## src/include/mul_unit_cfg.svh

```systemverilog
`ifndef MUL_UNIT_CFG_SVH
`define MUL_UNIT_CFG_SVH

////////////////////////////////////////////////////////////////////////////
// Multiply unit configuration
////////////////////////////////////////////////////////////////////////////

// Hardware threads, at least two
`define MUL_THREADS 4

// Operand width, the product is twice this
`define MUL_DATA_WIDTH 32

// Reorder buffer tag width
`define MUL_ROB_ID_WIDTH 6

// Program counter width
`define MUL_PC_WIDTH 32

// Destination register address width
`define MUL_REG_ADDR_WIDTH 5

// Pipeline depth
// Must divide MUL_DATA_WIDTH, one operand slice per stage
`define MUL_STAGES 4

`endif

```

## src/hdl/mul_data_pkg.sv

```systemverilog
`include "mul_unit_cfg.svh"

package mul_data_pkg;

    // Operand or low result word
    typedef logic [`MUL_DATA_WIDTH-1:0] word_t;

    // Full product, upper half feeds overflow
    typedef logic [2*`MUL_DATA_WIDTH-1:0] product_t;

    // Instruction tag from the reorder buffer
    typedef logic [`MUL_ROB_ID_WIDTH-1:0] rob_id_t;

    // Destination register
    typedef logic [`MUL_REG_ADDR_WIDTH-1:0] reg_addr_t;

    // Program counter
    typedef logic [`MUL_PC_WIDTH-1:0] pc_t;

    // Thread number
    typedef logic [$clog2(`MUL_THREADS)-1:0] thread_id_t;

endpackage

```

## src/hdl/mul_ctrl_pkg.sv

```systemverilog
`include "mul_unit_cfg.svh"

package mul_ctrl_pkg;

    // One bit per hardware thread
    typedef logic [`MUL_THREADS-1:0] thread_mask_t;

    // Request slot life cycle
    typedef enum logic [1:0] {
        SLOT_EMPTY   = 2'd0,
        SLOT_WAITING = 2'd1,
        SLOT_READY   = 2'd2
    } slot_state_e;

endpackage

```

## src/hdl/mul_writeback.sv

```systemverilog
`timescale 1ns/1ps
`include "mul_unit_cfg.svh"

module mul_writeback
(
    input  logic                       clock,
    input  logic                       rst_n,
    input  mul_ctrl_pkg::thread_mask_t flush,

    input  logic                       in_valid,
    input  mul_data_pkg::thread_id_t   in_thread,
    input  mul_data_pkg::rob_id_t      in_rob_id,
    input  mul_data_pkg::pc_t          in_pc,
    input  mul_data_pkg::reg_addr_t    in_rd,
    input  mul_data_pkg::product_t     in_acc,

    output logic                       res_valid,
    output mul_data_pkg::thread_id_t   res_thread,
    output mul_data_pkg::rob_id_t      res_rob_id,
    output mul_data_pkg::pc_t          res_pc,
    output mul_data_pkg::reg_addr_t    res_rd,
    output mul_data_pkg::word_t        res_data,
    output logic                       res_overflow
);

logic valid_q;

always_ff @(posedge clock)
begin
    if (!rst_n)
        valid_q <= 1'b0;
    else
        valid_q <= in_valid && !flush[in_thread];
end

always_ff @(posedge clock)
begin
    res_thread   <= in_thread;
    res_rob_id   <= in_rob_id;
    res_pc       <= in_pc;
    res_rd       <= in_rd;
    // Low word goes back to the register file
    res_data     <= in_acc[`MUL_DATA_WIDTH-1:0];
    // Any bit set in the high half means the result did not fit
    res_overflow <= |in_acc[2*`MUL_DATA_WIDTH-1:`MUL_DATA_WIDTH];
end

// A flush arriving while the result sits here still cancels it
assign res_valid = valid_q && !flush[res_thread];

endmodule

```

## config.mk

```make
export PLATFORM = sky130hd
export DESIGN_NAME = mul_writeback
export DESIGN_NICKNAME = d
export VERILOG_FILES = /design/src/hdl/mul_data_pkg.sv /design/src/hdl/mul_ctrl_pkg.sv /design/src/hdl/mul_writeback.sv
export VERILOG_INCLUDE_DIRS = /design/src /design/src/include
export SDC_FILE = /design/constraint.sdc
export NUM_CORES = 1
export LEC_CHECK = 0
export BUFFER_PORTS_ARGS = -buffer_cell sky130_fd_sc_hd__buf_4
export CORE_UTILIZATION = 29
export CTS_CLUSTER_DIAMETER = 200
export DETAILED_ROUTE_END_ITERATION = 6
export PLACE_DENSITY_LB_ADDON = 0.3
export REMOVE_ABC_BUFFERS = 1
export SLEW_MARGIN = 40
export SYNTH_ARGS = -nofsm -noshare
export SYNTH_HDL_FRONTEND = slang
export SYNTH_SLANG_ARGS = --single-unit
```

## constraint.sdc

```tcl
create_clock -name clock -period 1.05 [get_ports clock]
set_clock_uncertainty 0.15 [all_clocks]
set_input_delay 0.105 -clock clock [delete_from_list [all_inputs] [get_ports clock]]
set_output_delay 0.105 -clock clock [all_outputs]
set_load 0.02 [all_outputs]
```

== Yosys cells after proc, flatten, opt, wreduce, memory -nomap -nowiden ==
Index checks and enable logic that the tools add are counted.
W data, S select, Z words.
Cells by class
  reductions and logical operators: 5
  mux-type cells: 4
  order comparisons: 2
Operators with widths (number)
  $reduce_or A32 Y1: 1
  $lt A2 B3 Y1 const B: 2
  $bmux W1 S2: 2
  $logic_and A1 B1 Y1: 2
  $logic_not A1 Y1: 2
  $mux W1: 2
Word-level totals
  output and inout bits: 79
  word-level logic and storage cells: 18
  flip-flop bits (word level): 79
  input port bits: 116

== Logic depth before layout (Yosys ltp) ==
  depth in word-level cells: 4
  depth in mapped cells: 3

== Worst setup path after synthesis ==
No wires, ideal clock.
  kind: flip-flop to output port
  from: register res_thread[0]
  to: output res_valid
  slack: -497 ps
  data arrival time: 1292 ps
  cell stages (with the launch flop): 3
  path buffers: 0
  cell sequence: dfxtp_1 > mux4_2 > nor2b_1
On the way
  word-level cells in the longest chain between the ends: 4
RTL lines
  start: declaration: line mul_writeback.sv:18  | output mul_data_pkg::thread_id_t res_thread,
  start signal: assignment: line mul_writeback.sv:38  | res_thread <= in_thread;
  $bmux W1 S2: line mul_writeback.sv:49  | assign res_valid = valid_q && !flush[res_thread];
  $mux W1 (implied by the code): line mul_writeback.sv:49
  $logic_not A1 Y1: line mul_writeback.sv:49
  $logic_and A1 B1 Y1: line mul_writeback.sv:49
  end: declaration: line mul_writeback.sv:17  | output logic res_valid,
Every way passes these cells. The select of a mux whose other input is x is not followed.

== Worst setup path in the final report ==
Ends and elaborated chain as after synthesis.

==> out/qor.json <==
{
  "layout.cells.most_common_list": {"value": "buf_4 (116), dlygate4sd3_1 (79), buf_6 (79)"},
  "finalHoldViolations": {"value": 2},
  "synth.area.top_cells": {"value": "dfxtp_1 (92%), nor4_1 (2.9%), mux4_2 (1.3%)"},
  "worstSetupPathType": {"value": "reg -> out"},
  "grt_remaining_overflow": {"value": 0},
  "timing.hold.worst.class": {"value": "in -> reg"},
  "unrepaired_setup_endpoints_after_global_routing": {"value": "yes"},
  "floorplan.die_area": {"value": 6230, "unit": "µm²"},
  "grt_antenna_before_repair": {"value": 0},
  "syn-mean-instance-area": {"value": 17.7, "unit": "µm²"},
  "critical_path.max_stage_delay": {"value": 0.55, "unit": "ns"},
  "vdd_ir_drop_max": {"value": 1.01, "unit": "mV"},
  "die_y": {"value": 78.9, "unit": "µm"},
  "failed_checks": {"value": "hold timing, setup timing"},
  "run_status": {"value": "finished, violations left"},
  "setup_ws": {"value": -0.731, "unit": "ns"},
  "design.core.area": {"value": 5610, "unit": "µm²"},
  "period_needed": {"value": 1.78, "unit": "ns"},
  "drc_errors": {"value": 0},
  "fin_hold_ws": {"value": -0.0968, "unit": "ns"},
  "numCtsBuffers": {"value": 9},
  "ys.warnings.count": {"value": 0},
  "timing_max_transition_violations_final": {"value": 0},
  "fin_nets": {"value": 498},
  "cp_cell_sequence": {"value": "mux4_2 -> nor2b_4 -> buf_6"},
  "dpl_worst_slack": {"value": -0.311, "unit": "ns"},
  "design.portCount": {"value": 195},
  "crit_path_max_delay_family": {"value": "multiplexers"},
  "worst_setup_path_start_kind": {"value": "register"},
  "timing.critical_path.slowest_stage_cell": {"value": "mux4_2"},
  "most_common_cell_after_layout_fill_and_taps_aside": {"value": "buf_4"},
  "timing.fmax": {"value": 562, "unit": "MHz"},
  "wire_length_of_the_first_global_routing_pass": {"value": 10500, "unit": "µm"},
  "ctsRootBufferMaster": {"value": "clkbuf_8"},
  "drtIter0Drc": {"value": 23},
  "std_cell_rows": {"value": 27},
  "netlist_area": {"value": 1720, "unit": "µm²"},
  "relSlewSlack": {"value": 75.3, "unit": "%"},
  "synth_top_area_share": {"value": 92.2, "unit": "%"},
  "clkSinkCount": {"value": 79},
  "drt_wl_total": {"value": 7590, "unit": "µm"},
  "drive_above_1_share": {"value": 75.1, "unit": "%"},
  "critPathArrivalTime": {"value": 1.53, "unit": "ns"},
  "final_design_area_no_fill": {"value": 4660, "unit": "µm²"},
  "total_leakage_power": {"value": 2.16, "unit": "nW"},
  "global_route.usage.total": {"value": 23.9, "unit": "%"},
  "cts_max_level": {"value": 3},
  "detailed_place_hpwl": {"value": 4100, "unit": "µm"},
  "die_width": {"value": 78.9, "unit": "µm"},
  "io_buffer_count": {"value": 194},
  "wl_per_instance": {"value": 16.6, "unit": "µm"},
  "cts_tree": {"value": "done"},
  "synth_top_area_cell": {"value": "dfxtp_1"},
  "place_congestion": {"value": 0.825},
  "synth_seq_area_share": {"value": 92.2, "unit": "%"},
  "syn_to_final_growth": {"value": 172, "unit": "%"},
  "power_density": {"value": 1440, "unit": "nW/µm²"},
  "worstSetupEndpointType": {"value": "output port"},
  "cts.path.max_buffers": {"value": 2},
  "ys_ff_latch": {"value": 79},
  "synthDistinctLibCells": {"value": 11},
  "route.vias.total": {"value": 1910},
  "crit_buf_inv": {"value": 1},
  "maximum_number_of_pins_on_one_net_before_global_route_repair": {"value": 13},
  "floorplan.initialDensity": {"value": 30.6, "unit": "%"},
  "placedInstanceArea": {"value": 3260, "unit": "µm²"},
  "clkSlewWorstSetupHoldPaths": {"value": 0.08, "unit": "ns"},
  "cp_data_required_time": {"value": 0.79, "unit": "ns"},
  "final_antenna_net_count": {"value": 0},
  "tightestPinTransition": {"value": 0.367, "unit": "ns"},
  "grt_pass1_vias": {"value": 2094},
  "finalSetupViolCount": {"value": 6},
  "syn_inst": {"value": 97},
  "antenna_cells_inserted": {"value": 0},
  "final_min_period_over_clock_period": {"value": 170, "unit": "%"},
  "critical_path_peak_fanout": {"value": 2},
  "max-cap-violations": {"value": 0},
  "detail_route.first_pass.iterations": {"value": 3},
  "mean_number_of_vias_per_cell": {"value": 4.17}
}
## power breakdown
group	internal [mW]	switching [mW]	total, mW
Clock	1.21	1.03	2.24
Combinational	0.765	0.420	1.18
Sequential	3.19	0.0801	3.27
Total	5.16	1.53	6.70
## final cells by class
class | count | area, µm²
clock inverter | 3 | 42.5
fill | 282 | 948
multi-input combinational | 18 | 141
timing repair buffer | 274 | 2550
sequential | 79 | 1680
tap | 72 | 90.1
clock buffer | 12 | 155
## cell families after synthesis
logic type,Yosys count,share of synthesized area (%)
AOI/OAI and AO/OA,1,0.438
DFF,79,92.2
and+or+nand+nor,14,4.81
muxes,3,2.55
## sequential cells by signal, summed over array words and instances, names as in the netlist
| name | count |
|---|---|
| res_thread | 2 |
| res_rd | 5 |
| valid_q | 1 |
| res_pc | 32 |
| res_overflow | 1 |
| res_data | 32 |
| res_rob_id | 6 |
## Yosys cell counts
| cell | number |
|---|---|
| nand2_1 | 1 |
| nor4_1 | 8 |
| nor2b_1 | 1 |
| or2_1 | 1 |
| a211oi_1 | 1 |
| mux2i_1 | 1 |
| mux2_2 | 1 |
| nor2_1 | 1 |
| nand4_1 | 2 |
| dfxtp_1 | 79 |
| mux4_2 | 1 |
## per-stage QoR
stage | instances | TNS [ns] | power [mW] | util, %
detailed placement | 363 | -0.405 | 4.08 | 58.2
floorplan | 97 | -0.497 | 3.49 | -
global placement | 363 | -0.380 | 4.07 | 58.2
finish | 458 | -1.16 | 6.70 | 83.1
CTS | 458 | -1.05 | 6.66 | 81.9
global route | 458 | -2.74 | 6.93 | 83.1
## worst paths after layout
check,startpoint,to,slack [ns],cells past startpoint
worst max-delay path,res_thread[0],res_valid,-0.73,3
worst min-delay path,in_acc[54],res_overflow,-0.1,4
## worst min-delay path: cells and delay by family
| kind | cells | cell delay [ns] |
|---|---|---|
| buffers and inverters | 1 | 0.08 |
| AND/OR/NAND/NOR | 3 | 0.17 |
## repair_timing
action,4_1_cts,5_1_grt
buffers inserted,1,0
endpoints found under the hold margin,79,3
endpoints found under the setup margin,75,80
hold buffers,79,1
gates resized for setup,121,38
## metal layers
layer  up-vias  global-route usage [%]  wire length (µm)
met4         0                    9.09               196
met2       132                    51.0              4510
met1       871                    19.1              2310
met3        15                    7.93               577
met5         -                       0                 0
li1        892                       -                 -
Note: power is estimated with default switching activity, not from simulation.
