===== src/include/mul_unit_cfg.svh =====
`ifndef MUL_UNIT_CFG_SVH
`define MUL_UNIT_CFG_SVH

////////////////////////////////////////////////////////////////////////////
// Multiply unit configuration
////////////////////////////////////////////////////////////////////////////

// Hardware threads, at least two
`define MUL_THREADS 4

// Operand width, the product is twice this
`define MUL_DATA_WIDTH 32

// Reorder buffer tag width
`define MUL_ROB_ID_WIDTH 6

// Program counter width
`define MUL_PC_WIDTH 32

// Destination register address width
`define MUL_REG_ADDR_WIDTH 5

// Pipeline depth
// Must divide MUL_DATA_WIDTH, one operand slice per stage
`define MUL_STAGES 4

`endif


===== src/hdl/mul_data_pkg.sv =====
`include "mul_unit_cfg.svh"

package mul_data_pkg;

    // Operand or low result word
    typedef logic [`MUL_DATA_WIDTH-1:0] word_t;

    // Full product, upper half feeds overflow
    typedef logic [2*`MUL_DATA_WIDTH-1:0] product_t;

    // Instruction tag from the reorder buffer
    typedef logic [`MUL_ROB_ID_WIDTH-1:0] rob_id_t;

    // Destination register
    typedef logic [`MUL_REG_ADDR_WIDTH-1:0] reg_addr_t;

    // Program counter
    typedef logic [`MUL_PC_WIDTH-1:0] pc_t;

    // Thread number
    typedef logic [$clog2(`MUL_THREADS)-1:0] thread_id_t;

endpackage


===== src/hdl/mul_ctrl_pkg.sv =====
`include "mul_unit_cfg.svh"

package mul_ctrl_pkg;

    // One bit per hardware thread
    typedef logic [`MUL_THREADS-1:0] thread_mask_t;

    // Request slot life cycle
    typedef enum logic [1:0] {
        SLOT_EMPTY   = 2'd0,
        SLOT_WAITING = 2'd1,
        SLOT_READY   = 2'd2
    } slot_state_e;

endpackage


===== src/hdl/mul_stage.sv =====
`timescale 1ns/1ps
`include "mul_unit_cfg.svh"

module mul_stage
#(
    parameter int STAGE_INDEX = 0
)
(
    input  logic                       clock,
    input  logic                       rst_n,
    input  mul_ctrl_pkg::thread_mask_t flush,

    input  logic                       in_valid,
    input  mul_data_pkg::thread_id_t   in_thread,
    input  mul_data_pkg::rob_id_t      in_rob_id,
    input  mul_data_pkg::pc_t          in_pc,
    input  mul_data_pkg::reg_addr_t    in_rd,
    input  mul_data_pkg::word_t        in_src1,
    input  mul_data_pkg::word_t        in_src2,
    input  mul_data_pkg::product_t     in_acc,

    output logic                       out_valid,
    output mul_data_pkg::thread_id_t   out_thread,
    output mul_data_pkg::rob_id_t      out_rob_id,
    output mul_data_pkg::pc_t          out_pc,
    output mul_data_pkg::reg_addr_t    out_rd,
    output mul_data_pkg::word_t        out_src1,
    output mul_data_pkg::word_t        out_src2,
    output mul_data_pkg::product_t     out_acc
);

// Bits of src2 handled per stage and where this stage's slice sits
localparam int SLICE_W = `MUL_DATA_WIDTH / `MUL_STAGES;
localparam int SHIFT   = STAGE_INDEX * SLICE_W;

mul_data_pkg::product_t partial;

// Unsigned partial product, aligned to the slice position
assign partial = (mul_data_pkg::product_t'(in_src1)
                  * mul_data_pkg::product_t'(in_src2[SHIFT +: SLICE_W])) << SHIFT;

always_ff @(posedge clock)
begin
    if (!rst_n)
        out_valid <= 1'b0;
    else
        out_valid <= in_valid && !flush[in_thread];
end

always_ff @(posedge clock)
begin
    out_thread <= in_thread;
    out_rob_id <= in_rob_id;
    out_pc     <= in_pc;
    out_rd     <= in_rd;
    out_src1   <= in_src1;
    out_src2   <= in_src2;
    out_acc    <= in_acc + partial;
end

endmodule


===== config.mk =====
export PLATFORM = sky130hd
export DESIGN_NAME = mul_stage
export DESIGN_NICKNAME = d
export VERILOG_FILES = /design/src/hdl/mul_data_pkg.sv /design/src/hdl/mul_ctrl_pkg.sv /design/src/hdl/mul_stage.sv
export VERILOG_INCLUDE_DIRS = /design/src /design/src/include
export SDC_FILE = /design/constraint.sdc
export NUM_CORES = 1
export LEC_CHECK = 0
export BUFFER_PORTS_ARGS = -buffer_cell sky130_fd_sc_hd__clkbuf_2
export CAP_MARGIN = 10
export CORE_MARGIN = 2
export CORE_UTILIZATION = 50
export CTS_BUF_LIST = sky130_fd_sc_hd__clkbuf_8
export DETAILED_ROUTE_END_ITERATION = 8
export PLACE_DENSITY = 0.8
export SLEW_MARGIN = 20
export SYNTH_ARGS = -nofsm -noshare
export SYNTH_HDL_FRONTEND = slang
export SYNTH_SLANG_ARGS = --single-unit

===== constraint.sdc =====
create_clock -name clock -period 4.9 [get_ports clock]
set_input_delay 0.245 -clock clock [delete_from_list [all_inputs] [get_ports clock]]
set_output_delay 0.245 -clock clock [all_outputs]
set_load 0.1 [all_outputs]

After elaboration in Yosys (flattened, before gate mapping)
Index checks and enable logic that the tools add are counted.
Widths: inputs -> output; s select.
- add/subtract/negate cells: 1
- $mul: 1
- divide/modulo/power cells: 0
- $lt $le $gt $ge: 1
- eq/ne operators: 0
- shifts and indexed selects: 0
- mux-type cells: 2
- bitwise operators: 0
- reductions and logical operators: 2
- operator list (kind ; number):
    $add 64x40->64 ; 1
    $mul 32x8->40 ; 1
    $lt 2x3->1 const B ; 1
    $bmux 1 s2 ; 1
    $logic_and 1x1->1 ; 1
    $logic_not 1->1 ; 1
    $mux 1 ; 1
- register bits after elaboration: 174
- bits in latches: 0
- bits in writable memories: 0
- memory bits (read-only): 0
- input bits: 180
- word-level logic and storage cells: 15
- memories: 0

Depth between registers and ports, before layout
- depth after elaboration: 4
- depth in mapped cells: 22
- depth with buffers taken out: 21

Worst setup path after synthesis
OpenSTA, ideal clock, no wires.
- path kind: input to register
- from: input in_src2[0]
- to: register out_acc[50]
- arrival: 4.761 ns
- required time: 4.782 ns
- setup slack: 0.021 ns
- stages on the path: 20
- path buffers: 1
- path through: clkbuf_1 nand2_1 fa_1 inv_1 fa_1 fa_1 inv_1 fa_1 inv_1 ha_1 a211oi_2 nor2_1 o31a_1 o311ai_4 a21oi_2 o2111a_1 o21ai_2 a21oi_4 and3_1 xor2_1
- cells in the longest elaborated chain, start to end: 2
- RTL lines (element ; line ; RTL):
    start: declaration ; mul_stage.sv:19 ; input mul_data_pkg::word_t in_src2,
    $mul 32x8->40 ; mul_stage.sv:40 ; * mul_data_pkg::product_t'(in_src2[SHIFT +: SLICE_W])) << SHIFT;
    $add 64x40->64 ; mul_stage.sv:58 ; out_acc <= in_acc + partial;
    end signal: assignment ; mul_stage.sv:58 ;
    end: declaration ; mul_stage.sv:29 ; output mul_data_pkg::product_t out_acc
No other way between the ends.
A chain may end at the register's enable or synchronous reset.

Final worst setup path
- from: input in_src1[29]
- to: register out_acc[59]
- cells in the longest elaborated chain, start to end: 2
- RTL lines (element ; line ; RTL):
    start: declaration ; mul_stage.sv:18 ; input mul_data_pkg::word_t in_src1,
    $mul 32x8->40 ; mul_stage.sv:40 ;
    $add 64x40->64 ; mul_stage.sv:58 ;
No other way between the ends.

==> qor_table.md <==
| Quantity | This run |
| --- | --- |
| Worst Hold Margin | 0.0106 ns |
| Power Internal | 6.26 mW |
| Routed Antenna Nets | 0 |
| Number of buffers created by CTS | 17 |
| Commonest non-fill, non-tap cell in the layout | sky130_fd_sc_hd__clkbuf_2 |
| Part of the total power dissipated in the clock network | 0.091 |
| Data arrival time of the worst path | 5.25 ns |
| Mean Syn Cell Area | 9.91 um^2 |
| Post-CTS clock slew at the launch and capture registers of the worst setup and hold paths | 0.12 ns |
| Routability congestion estimate | 0.935 |
| Largest family of logic cells by synthesized area | adder cells |
| Die extent in x | 167 um |
| Clock root buffer master | sky130_fd_sc_hd__clkbuf_8 |
| WP buf/inv | 7 |
| Post-route fraction of the period consumed by the critical path | 0.985 |
| Sequential fraction of the synthesis area | 0.262 |
| Number of design rule violations left after detail routing | 0 |
| Total placed instance area | 16500 um^2 |
| Fin crit period | 4.83 ns |
| Critical path capture point type | flop |
| Total overflow reported by the global router | 0 |
| Highest clock rate | 0.207 GHz |
| Number of warnings reported in the yosys synthesis log | 0 |
| Router iterations before antenna repair | 6 |
| VDD IR-drop max | 0.741 mV |
| First-pass GRT wire length | 66300 um |
| Ant. Diodes | 0 |
| Initial Utilization | 0.510 |
| Ordered cell list for the critical path | dlygate4sd3_1, clkbuf_4, nand2_1, fa_1, inv_1, fa_1, fa_1, inv_1, fa_1, inv_1, ha_1, buf_4, nand4_1, a211o_1, nand2_1, and3_4, a211oi_4, buf_6, nor4_4, xor2_1 |
| Most frequent cells in the layout | 348 x sky130_fd_sc_hd__clkbuf_2, 277 x sky130_fd_sc_hd__inv_1, 216 x sky130_fd_sc_hd__fa_1 |
| I/O pin count | 354 |
| TritonCTS clock tree | built |
| Filler Cell Count | 1819 |
| Fraction of power spent switching nets | 0.522 |
| Fraction of layout cells with a size suffix above 1 | 0.299 |
| Top cell type by total area after synthesis | sky130_fd_sc_hd__fa_1 |
| Static leakage power | 9.66 nW |
| Hold Crit Class | in2reg |
| Vias in the first global route | 12900 |
| Total power after layout | 13.1 mW |
| Layout Area Growth over Synthesis | 38.6% |
| Final setup vio count | 0 |
| Total wirelength of the detailed-routed design | 42900 um |
| Status | finished clean |
| Crit Path Category | in2reg |
| Initial detailed-routing violation count | 800 |
| CTS Buffer Depth | 2 |
| Adder-cell share of the synthesized area | 0.390 |
| Number of flip-flops and latches in the synthesized netlist | 174 |
| Total Routing Usage GR | 0.303 |
| Crit-path most repeated cell | sky130_fd_sc_hd__fa_1 |
| Proportion of power drawn by flip-flops and latches | 0.139 |
| Clock Sink Count | 174 |
| Via count | 11900 |
| Maximum number of pins on one net before global-route repair | 27 |
| Count of pins over their slew limit | 0 |
| Number of placement rows | 59 |
| Yosys cell types | 50 |
| Data required time of the worst path | 5.32 ns |
| Final Hold Viols | 0 |
| Area share of xor/xnor cells in the synthesized design | 0.0363 |
| Net count of the mapped netlist | 1803 |
| Half-perimeter wire length after placement | 29400 um |
| End of the critical path | out_acc[59]$_DFF_P_ |
| Crit path largest cell delay | 0.58 ns |
| Total power per unit cell area | 711 nW/um^2 |
| Setup crit start | in_src1[29] |
| Slowest cell on crit path | sky130_fd_sc_hd__fa_1 |
| Family with the most delay on the worst path | adder cells |
| Compound-cell area share of the yosys netlist | 0.0680 |
| Design Area, Final | 18400 um^2 |
| Input/output buffers | 353 |
| Leading post-synthesis cells by cell area | sky130_fd_sc_hd__fa_1 33%, sky130_fd_sc_hd__dfxtp_1 26%, sky130_fd_sc_hd__and2_1 8.3% |
| Post-synth top area share | 0.328 |
| Post-synthesis simple-gate area fraction | 0.154 |
| Chip Height | 167 um |
| Startpoint Class | input pin |
| Maximum fanout count along the critical path | 9 |
| Antenna violations before repair | 1 |
| Logic pwr share | 0.770 |
| Post-layout net count | 2407 |
| Max-slew headroom at the worst pin | 0.590 |
| Post-Synthesis Cell Area | 13300 um^2 |
| CORE AREA | 26100 um^2 |
| Post-Synthesis Cells | 1340 |
| Depth of the critical timing path with buffers and inverters included | 20 |
| Die footprint | 27900 um^2 |
| Least-Margin Pin Slew | 0.607 ns |
| Max-cap violations | 0 |
| Mean number of vias per cell | 5.17 |
| Wirelength per Cell | 18.7 um |
| H-tree level count | 4 |
| Fraction of synthesized area in multiplexers | 0.00160 |
| Switching power of the nets | 6.84 mW |
-- layout make-up --
cell class | instances | area (um^2) | area share
Sequential cell | 174 | 3480 | 0.189
Inverter | 277 | 1040 | 0.0565
Clock inverter | 15 | 216 | 0.0118
Tap cell | 335 | 419 | 0.0228
Multi-Input combinational cell | 857 | 8820 | 0.479
Clock buffer | 17 | 234 | 0.0127
Timing Repair Buffer | 617 | 4200 | 0.228
-- power by group through the flow --
stage | combinational [mW] | clock (mW) | sequential (mW)
after floorplan | 4.45 | 0 | 3.53
after global placement | 9.18 | 0 | 1.84
after detailed placement | 9.40 | 0 | 1.84
after CTS | 9.53 | 1.20 | 1.81
after global routing | 10.9 | 1.26 | 1.84
final | 10.1 | 1.19 | 1.82
-- routing by layer --
metal  track usage  vias to the layer above  part of all wire
met5             0                        -           0.00030
met4         0.131                        2             0.044
met3        0.0680                      158             0.081
met2         0.538                      614              0.51
met1         0.351                     5823              0.36
li1              -                     5253                 -
-- sequential cells by signal (all words and copies together) (netlist names) --
register    count
out_src2       32
out_valid       1
out_thread      2
out_rd          5
out_rob_id      6
out_src1       32
out_acc        64
out_pc         32
-- cells in the mapped netlist, drive strengths merged --
master and instances:
nand4 9, nor3b 1, nor2b 9, o22ai 1, xnor2 30, or3 1
o311ai 1, a21o 18, inv 277, nand2 121, o31a 3, and4 2
o2111a 1, nor4 4, clkbuf 31, a31oi 3, a211oi 6, a21oi 40
o21bai 6, buf 2, nor2 28, dfxtp 174, a211o 3, a221o 2
nor3 6, o2bb2ai 1, a21boi 2, nand4b 2, xor2 25, o31ai 1
ha 65, o21a 9, mux2 1, fa 218, mux2i 1, nand2b 4
and3 13, a41oi 4, nand3 12, o21ai 26, and2 177
-- cell families after synthesis --
group | Yosys count
mux | 2
fa+ha+maj | 283
xor+xnor | 55
flops | 174
compound gates | 127
simple gates | 389
buf+inv | 310
-- worst min path at each step --
| stage | depth (start not counted) | slack, ns | endpoint | from |
|---|---|---|---|---|
| 3_5_place_dp | 1 | 0.35 | out_pc[5]$_DFF_P_ | in_pc[5] |
| 5_1_grt | 2 | -0.001 | out_acc[53]$_DFF_P_ | in_acc[53] |
| 6_report | 1 | 0.01 | out_src1[27]$_DFF_P_ | in_src1[27] |
| 2_1_floorplan | 0 | 0.27 | out_pc[0]$_DFF_P_ | in_pc[0] |
| 4_1_cts | 1 | 0.0002 | out_src1[21]$_DFF_P_ | in_src1[21] |
| 3_3_place_gp | 1 | 0.35 | out_src2[26]$_DFF_P_ | in_src2[26] |
-- stage by stage --
step	utilization	setup WS, ns	std cells	setup TNS (ns)
after floorplan	-	0.0212	1340	0
after global placement	0.635	-0.416	2142	-5.82
after detailed placement	0.635	-0.469	2142	-8.76
after CTS	0.692	0.00580	2278	0
after global routing	0.707	-0.0638	2292	-0.278
final	0.707	0.0723	2292	0
-- timing repair --
item                                    in CTS  in global routing
setup buffers                                0                  7
hold endpoints to repair                   103                  3
hold buffers                               104                  3
endpoints found under the setup margin       0                 22
resized for setup                            0                 50
Power figures use the tool's default switching activity.
