<file path="src/include/mul_unit_cfg.svh">
`ifndef MUL_UNIT_CFG_SVH
`define MUL_UNIT_CFG_SVH

////////////////////////////////////////////////////////////////////////////
// Multiply unit configuration
////////////////////////////////////////////////////////////////////////////

// Hardware threads, at least two
`define MUL_THREADS 4

// Operand width, the product is twice this
`define MUL_DATA_WIDTH 32

// Reorder buffer tag width
`define MUL_ROB_ID_WIDTH 6

// Program counter width
`define MUL_PC_WIDTH 32

// Destination register address width
`define MUL_REG_ADDR_WIDTH 5

// Pipeline depth
// Must divide MUL_DATA_WIDTH, one operand slice per stage
`define MUL_STAGES 4

`endif

</file>
<file path="src/hdl/mul_data_pkg.sv">
`include "mul_unit_cfg.svh"

package mul_data_pkg;

    // Operand or low result word
    typedef logic [`MUL_DATA_WIDTH-1:0] word_t;

    // Full product, upper half feeds overflow
    typedef logic [2*`MUL_DATA_WIDTH-1:0] product_t;

    // Instruction tag from the reorder buffer
    typedef logic [`MUL_ROB_ID_WIDTH-1:0] rob_id_t;

    // Destination register
    typedef logic [`MUL_REG_ADDR_WIDTH-1:0] reg_addr_t;

    // Program counter
    typedef logic [`MUL_PC_WIDTH-1:0] pc_t;

    // Thread number
    typedef logic [$clog2(`MUL_THREADS)-1:0] thread_id_t;

endpackage

</file>
<file path="src/hdl/mul_ctrl_pkg.sv">
`include "mul_unit_cfg.svh"

package mul_ctrl_pkg;

    // One bit per hardware thread
    typedef logic [`MUL_THREADS-1:0] thread_mask_t;

    // Request slot life cycle
    typedef enum logic [1:0] {
        SLOT_EMPTY   = 2'd0,
        SLOT_WAITING = 2'd1,
        SLOT_READY   = 2'd2
    } slot_state_e;

endpackage

</file>
<file path="src/hdl/operand_collector.sv">
`timescale 1ns/1ps
`include "mul_unit_cfg.svh"

module operand_collector
(
    input  logic                       clock,
    input  logic                       rst_n,

    input  logic                       req_valid,
    input  mul_data_pkg::thread_id_t   req_thread,
    input  mul_data_pkg::rob_id_t      req_rob_id,
    input  mul_data_pkg::pc_t          req_pc,
    input  mul_data_pkg::reg_addr_t    req_rd,
    input  mul_data_pkg::word_t        req_src1_data,
    input  logic                       req_src1_pending,
    input  mul_data_pkg::rob_id_t      req_src1_rob_id,
    input  mul_data_pkg::word_t        req_src2_data,
    input  logic                       req_src2_pending,
    input  mul_data_pkg::rob_id_t      req_src2_rob_id,

    input  logic                       wr_valid,
    input  mul_data_pkg::thread_id_t   wr_thread,
    input  mul_data_pkg::rob_id_t      wr_rob_id,
    input  mul_data_pkg::word_t        wr_data,

    input  mul_ctrl_pkg::thread_mask_t flush,
    input  mul_ctrl_pkg::thread_mask_t grant,

    output mul_ctrl_pkg::thread_mask_t stall_decode,
    output mul_ctrl_pkg::thread_mask_t slot_ready,
    output mul_data_pkg::thread_id_t   iss_thread,
    output mul_data_pkg::rob_id_t      iss_rob_id,
    output mul_data_pkg::pc_t          iss_pc,
    output mul_data_pkg::reg_addr_t    iss_rd,
    output mul_data_pkg::word_t        iss_src1,
    output mul_data_pkg::word_t        iss_src2
);

////////////////////////////////////////////////////////////////////////////
// Slot storage
////////////////////////////////////////////////////////////////////////////

mul_ctrl_pkg::slot_state_e  state_q [`MUL_THREADS];
mul_ctrl_pkg::thread_mask_t pend1_q;
mul_ctrl_pkg::thread_mask_t pend2_q;
mul_data_pkg::rob_id_t      dep1_q  [`MUL_THREADS];
mul_data_pkg::rob_id_t      dep2_q  [`MUL_THREADS];
mul_data_pkg::word_t        src1_q  [`MUL_THREADS];
mul_data_pkg::word_t        src2_q  [`MUL_THREADS];
mul_data_pkg::rob_id_t      rob_id_q[`MUL_THREADS];
mul_data_pkg::pc_t          pc_q    [`MUL_THREADS];
mul_data_pkg::reg_addr_t    rd_q    [`MUL_THREADS];

mul_ctrl_pkg::thread_mask_t accept;
mul_ctrl_pkg::thread_mask_t cap1;
mul_ctrl_pkg::thread_mask_t cap2;
mul_ctrl_pkg::thread_mask_t p1_next;
mul_ctrl_pkg::thread_mask_t p2_next;

logic req_hit1;
logic req_hit2;

// Broadcast landing in the same cycle as the request
assign req_hit1 = wr_valid && (wr_thread == req_thread) && req_src1_pending
                  && (wr_rob_id == req_src1_rob_id);
assign req_hit2 = wr_valid && (wr_thread == req_thread) && req_src2_pending
                  && (wr_rob_id == req_src2_rob_id);

always_comb
begin
    for (int t = 0; t < `MUL_THREADS; t++)
    begin
        accept[t] = req_valid && (req_thread == mul_data_pkg::thread_id_t'(t));
        // Parked sources snoop the register file write
        cap1[t] = wr_valid && (wr_thread == mul_data_pkg::thread_id_t'(t))
                  && pend1_q[t] && (wr_rob_id == dep1_q[t]);
        cap2[t] = wr_valid && (wr_thread == mul_data_pkg::thread_id_t'(t))
                  && pend2_q[t] && (wr_rob_id == dep2_q[t]);
        p1_next[t] = accept[t] ? (req_src1_pending && !req_hit1) : (pend1_q[t] && !cap1[t]);
        p2_next[t] = accept[t] ? (req_src2_pending && !req_hit2) : (pend2_q[t] && !cap2[t]);

        stall_decode[t] = (state_q[t] != mul_ctrl_pkg::SLOT_EMPTY);
        slot_ready[t]   = (state_q[t] == mul_ctrl_pkg::SLOT_READY);
    end
end

always_ff @(posedge clock)
begin
    for (int t = 0; t < `MUL_THREADS; t++)
    begin
        if (!rst_n || flush[t])
        begin
            state_q[t] <= mul_ctrl_pkg::SLOT_EMPTY;
            pend1_q[t] <= 1'b0;
            pend2_q[t] <= 1'b0;
        end
        else if (grant[t])
        begin
            state_q[t] <= mul_ctrl_pkg::SLOT_EMPTY;
        end
        else if (accept[t] || state_q[t] == mul_ctrl_pkg::SLOT_WAITING)
        begin
            pend1_q[t] <= p1_next[t];
            pend2_q[t] <= p2_next[t];
            state_q[t] <= (p1_next[t] || p2_next[t]) ? mul_ctrl_pkg::SLOT_WAITING
                                                     : mul_ctrl_pkg::SLOT_READY;
        end
    end
end

always_ff @(posedge clock)
begin
    for (int t = 0; t < `MUL_THREADS; t++)
    begin
        if (accept[t])
        begin
            rob_id_q[t] <= req_rob_id;
            pc_q[t]     <= req_pc;
            rd_q[t]     <= req_rd;
            dep1_q[t]   <= req_src1_rob_id;
            dep2_q[t]   <= req_src2_rob_id;
            src1_q[t]   <= req_hit1 ? wr_data : req_src1_data;
            src2_q[t]   <= req_hit2 ? wr_data : req_src2_data;
        end
        else
        begin
            if (cap1[t])
                src1_q[t] <= wr_data;
            if (cap2[t])
                src2_q[t] <= wr_data;
        end
    end
end

////////////////////////////////////////////////////////////////////////////
// Issue mux
////////////////////////////////////////////////////////////////////////////

always_comb
begin
    iss_thread = '0;
    for (int t = 0; t < `MUL_THREADS; t++)
    begin
        if (grant[t])
            iss_thread = mul_data_pkg::thread_id_t'(t);
    end
end

assign iss_rob_id = rob_id_q[iss_thread];
assign iss_pc     = pc_q[iss_thread];
assign iss_rd     = rd_q[iss_thread];
assign iss_src1   = src1_q[iss_thread];
assign iss_src2   = src2_q[iss_thread];

// Decode must hold off a thread whose slot is still occupied
assert property (@(posedge clock) disable iff (!rst_n)
    req_valid |-> !stall_decode[req_thread])
    else $error("request for thread %0d while its slot is occupied", req_thread);

endmodule

</file>
<file path="config.mk">
export PLATFORM = sky130hd
export DESIGN_NAME = operand_collector
export DESIGN_NICKNAME = d
export VERILOG_FILES = /design/src/hdl/mul_data_pkg.sv /design/src/hdl/mul_ctrl_pkg.sv /design/src/hdl/operand_collector.sv
export VERILOG_INCLUDE_DIRS = /design/src /design/src/include
export SDC_FILE = /design/constraint.sdc
export NUM_CORES = 1
export LEC_CHECK = 0
export BUFFER_PORTS_ARGS = -buffer_cell sky130_fd_sc_hd__buf_2
export CORE_MARGIN = 5
export CORE_UTILIZATION = 40
export CTS_BUF_LIST = sky130_fd_sc_hd__clkbuf_4
export DETAILED_ROUTE_END_ITERATION = 12
export PLACE_DENSITY = 0.67
export SLEW_MARGIN = 15
export SYNTH_ARGS = -nofsm -noshare
export SYNTH_HDL_FRONTEND = slang
export SYNTH_SLANG_ARGS = --single-unit
</file>
<file path="constraint.sdc">
create_clock -name clock -period 3.1 [get_ports clock]
set_input_delay 0.465 -clock clock [delete_from_list [all_inputs] [get_ports clock]]
set_output_delay 0.465 -clock clock [all_outputs]
set_load 0.05 [all_outputs]
</file>
== Word level (Yosys, flattened, before mapping) ==
Memories as Yosys holds them, arrays and structs flattened.
Cells that the tools add are included.

* Register bits after elaboration: 8
* Bits in writable memories: 484
* Bits of input ports: 175
* Output and inout port bits: 117
* Word-level logic and storage cells: 294
* Memories: 8

{| class="wikitable"
|+ Memories
! memory !! words !! width !! rd ports !! clocked after memory_dff !! write ports !! RTL line !! RTL
|-
| pc_q || 4 || 32 || 1 || 0 || 1 || operand_collector.sv:51 || <nowiki>mul_data_pkg::pc_t pc_q [`MUL_THREADS];</nowiki>
|-
| src1_q || 4 || 32 || 1 || 0 || 4 || operand_collector.sv:48 || <nowiki>mul_data_pkg::word_t src1_q [`MUL_THREADS];</nowiki>
|-
| src2_q || 4 || 32 || 1 || 0 || 4 || operand_collector.sv:49 || <nowiki>mul_data_pkg::word_t src2_q [`MUL_THREADS];</nowiki>
|-
| dep1_q || 4 || 6 || 4 || 0 || 1 || operand_collector.sv:46 || <nowiki>mul_data_pkg::rob_id_t dep1_q [`MUL_THREADS];</nowiki>
|-
| dep2_q || 4 || 6 || 4 || 0 || 1 || operand_collector.sv:47 || <nowiki>mul_data_pkg::rob_id_t dep2_q [`MUL_THREADS];</nowiki>
|-
| rob_id_q || 4 || 6 || 1 || 0 || 1 || operand_collector.sv:50 || <nowiki>mul_data_pkg::rob_id_t rob_id_q[`MUL_THREADS];</nowiki>
|-
| +2 memories || -- || -- || -- || -- || -- || -- ||
|}

* Equality and inequality tests: 25
* Multiplexer cells: 146
* Bitwise gates (word level): 20
* Reductions and logical operators: 87

{| class="wikitable"
|+ Operators with widths
! cell !! number
|-
| 32-bit 2-to-1 mux || 13
|-
| 32-bit OR reduction || 3
|-
| 1-bit 2-to-1 mux || 92
|-
| 6-bit == test || 10
|-
| 2-bit 2-to-1 mux || 29
|-
| 6-bit 2-to-1 mux || 9
|-
| 6-bit OR reduction || 9
|-
| 1-bit logical AND || 39
|-
| 2-bit == test, second input constant || 8
|-
| 1-bit OR || 16
|-
| 5-bit 2-to-1 mux || 3
|-
| 5-bit OR reduction || 3
|-
| 2-bit by 1-bit == test with 1-bit output, second input constant || 6
|-
| 1-bit logical OR || 12
|-
| 1-bit zero test || 11
|-
| 2-bit AND reduction || 4
|-
| 2-bit nonzero test || 4
|-
| 2-bit zero test || 2
|-
| 1-bit NOT || 4
|-
| 2-bit == test || 1
|}

== Longest topological paths before layout ==
* Word-level depth: 10
* Gate-level depth with buffers: 8
* Mapped depth without buffers: 7

== Least setup slack after synthesis ==
Ideal clock, no wire load.

* Path type: input -> register
* From: input req_thread[0]
* To: memory src1_q[0][10] in the netlist's numbering, data pin
* Setup time: 0.262 ns
* Arrival: 2.957 ns
* Required time: 2.838 ns
* Slack: -0.119 ns
* Stages: 6
* Path buffers: 2
* Cell sequence: or3b_2 -> clkbuf_1 -> inv_1 -> o21ai_4 -> buf_6 -> mux2_1

{| class="wikitable"
|+ RTL lines
! item !! RTL line !! RTL
|-
| from (decl) || operand_collector.sv:10 || <nowiki>input mul_data_pkg::thread_id_t req_thread,</nowiki>
|-
| to (decl) || operand_collector.sv:48 ||
|}

==> impl_metrics.toml <==
[sta]
maxClockFrequency_mhz = 329
maxSlewViolCount = 0
worst_slew_pin_slew_ns = 0.799
rsz0062_at_grt = "true"
timing.final.ws_setup_ns = 0.0569
fin_crit_ns = 3.04
timing.slew.headroom_pct = 46.6
finalCritPeriodShare_pct = 98.2
fin_skew_ns = 0.0424
setup_viol = 0
hold_viol_final = 0

[run_status]
status = "completed"

[power_and_ir_drop]
irDropWorstVdd_v = 0.000325
total_power_mw = 15.4
power_density_nw_per_um2 = 532
p_leak_nw = 10.8

[placed_design]
io_buffers = 291
routabilityCongestion = 0.821
place_ws_ns = 0.0275
post-dp-hpwl_um = 36500

[clocking]
clockRootBuffer = "clkbuf_4"
cts.sinks = 492
htreeDepth = 4
cts_buffer_depth = 3
clkTransAtPathRegs_ns = 0.06
cts_buffers = 135
clock_latency_ns = 0.95
cts_tree = "built"

[worst_hold_path]
min_from = "req_thread[0]"
min_to = "pend2_q[2]"
hold-path-cell-count = 5
min_path_type = "primary input to flop"

[global_route]
antenna_found_initial = 6
grt_max_degree = 60
grt.total_usage_pct = 19.5
grt_pass1_vias = 16200
grt_overflow_total = 0
grt_pass1_wl_um = 90500

[critical_path]
crit_arrival_ns = 3.71
timing.rr.end = "src1_q[0][14]"
reg2reg_slack_ns = 0.06
required_ns = 3.77
crit_path_start_kind = "flop"
crit_path_start = "dep1_q[0][2]"
crit_type = "flop to flop"
reg2reg_depth = 8
cp_max_fo = 8
r2r_start = "dep1_q[0][2]"
worst_setup_path_end_kind = "flop"

[detailed_routing]
first_iter_violations = 872
viasPerCell = 5.10
drc = 0
dr.pass1.iters = 5
wl_um = 60600
drt.antenna.violating_nets = 0
avgRoutedWirePerCell_um = 19.9
routed-via-count = 15500

[synthesis]
yosysSeqAreaShare_pct = 65.5
synthTopCellsByCount = "edfxtp_1, mux2_2, nand2_1"
yosysTopAreaCell = "edfxtp_1"
ys_warn_count = 0
syn-num-nets = 1783
syn_avg_cell_area_sq_um = 13.9
synthTopCellsByArea = "edfxtp_1, mux2_2, mux2i_1, o21ai_0, a21oi_1"
yosysTopAreaCellShare_pct = 64.8
synth.distinct_cells = 46
synth-edff-count = 484
synth.most_common_cell = "edfxtp_1"
syn-cell-area_sq_um = 22400
synth-async-reset-ratio_pct = 0
synthFlopType = "edfxtp_1"
syn_inst = 1608
ys_ff_latch = 492

[floorplanning]
fp.dieH_um = 247
num_rows = 86
die_area_sq_um = 60900
fp.dieW_um = 247
core_sq_um = 55300
ios = 292
start_util_pct = 40.6

[cells_and_area]
nets = 2387
utilization_pct = 52.5
area_growth_pct = 29.4
drive_gt1_share_pct = 36.8

[run]
cap_violations = 0
[through the flow]
step	hold slack, ns	instances	area (sq um)	setup TNS, ns
2_1_floorplan	0.467	1608	22400	0
3_3_place_gp	0.496	2600	25200	0
3_5_place_dp	0.509	2600	25200	0
4_1_cts	0.0732	3010	28800	0
5_1_grt	0.157	3036	29000	-0.0661
6_report	0.231	3038	29000	0
[layer usage]
layer  wire length, um  part of all wire, %  vias up  GRT usage, %
li1                  -                    -     7302             -
met2             31600                   52      465          34.3
met1             24200                   40     7616          23.1
met5                25                0.041        -             0
met4              1500                  2.5        4          7.50
met3              3220                  5.3      100          4.80
[registers in the layout (all words and copies together) (netlist names)]
signal and cells:
dep1_q 24, dep2_q 24, pc_q 128, pend1_q 4
pend2_q 4, rd_q 20, rob_id_q 24, src1_q 128
src2_q 128, state_q 8
[critical path, cell delays in order (launching register included)]
cell	delay, ns
edfxtp_1	0.37
xor2_1	0.18
or4_4	0.51
nor4_4	0.28
nand2_2	0.13
o21ai_4	0.25
buf_12	0.17
mux2_2	0.33
dlygate4sd3_1	0.56
[cell families (layout without fill, tap and decap cells)]
family / after synthesis / in the layout / synth area share, %
AO/OA/AOI/OAI: 257 / 257 / 6.11
flip-flops: 492 / 492 / 65.5
XOR/XNOR: 54 / 54 / 2.11
other: 0 / 6 / 0
multiplexers: 363 / 363 / 17.6
buffers and inverters: 113 / 789 / 2.20
AND/OR/NAND/NOR: 329 / 329 / 6.44
[layout by cell type, fill, tap and decap left out, types with 13 or more instances in the layout]
cell	count
buf_4	40
xnor2_1	33
nand2_1	124
mux2i_1	107
o21ai_1	80
buf_12	30
o21ai_0	40
xor2_1	21
nor2_1	121
inv_1	14
nand2b_1	13
dlygate4sd3_1	197
a21oi_1	117
edfxtp_1	484
clkbuf_4	185
mux2_2	246
buf_2	288
[cell type report]
type                            count  area [sq um]
Fill cell                        4692         26300
Antenna cell                        6          15.0
Timing Repair Buffer              560          4390
Multi-Input combinational cell   1003          7290
Clock inverter                     24           235
Inverter                           20          78.8
Sequential cell                   492         14700
Clock buffer                      185          1390
Tap cell                          748           936
[worst max-delay path by stage]
stage	endpoint
after floorplan	src1_q[1][0]
after global placement	src1_q[0][18]
after detailed placement	src1_q[0][22]
after CTS	src1_q[0][22]
after global routing	src1_q[0][14]
final	src1_q[0][14]
[power by group]
group          leakage [nW]  internal [mW]  switching (mW)
sequential             4.53           7.65          0.0814
clock                 0.952           3.06            2.63
combinational          5.36          0.727            1.27
[what timing repair did]
action / CTS / global route
hold endpoints to repair: 495 / 0
endpoints found under the setup margin: 0 / 9
resized for setup: 0 / 4
hold buffers: 201 / 0
setup buffers: 0 / 24
Power figures use the tool's default switching activity.
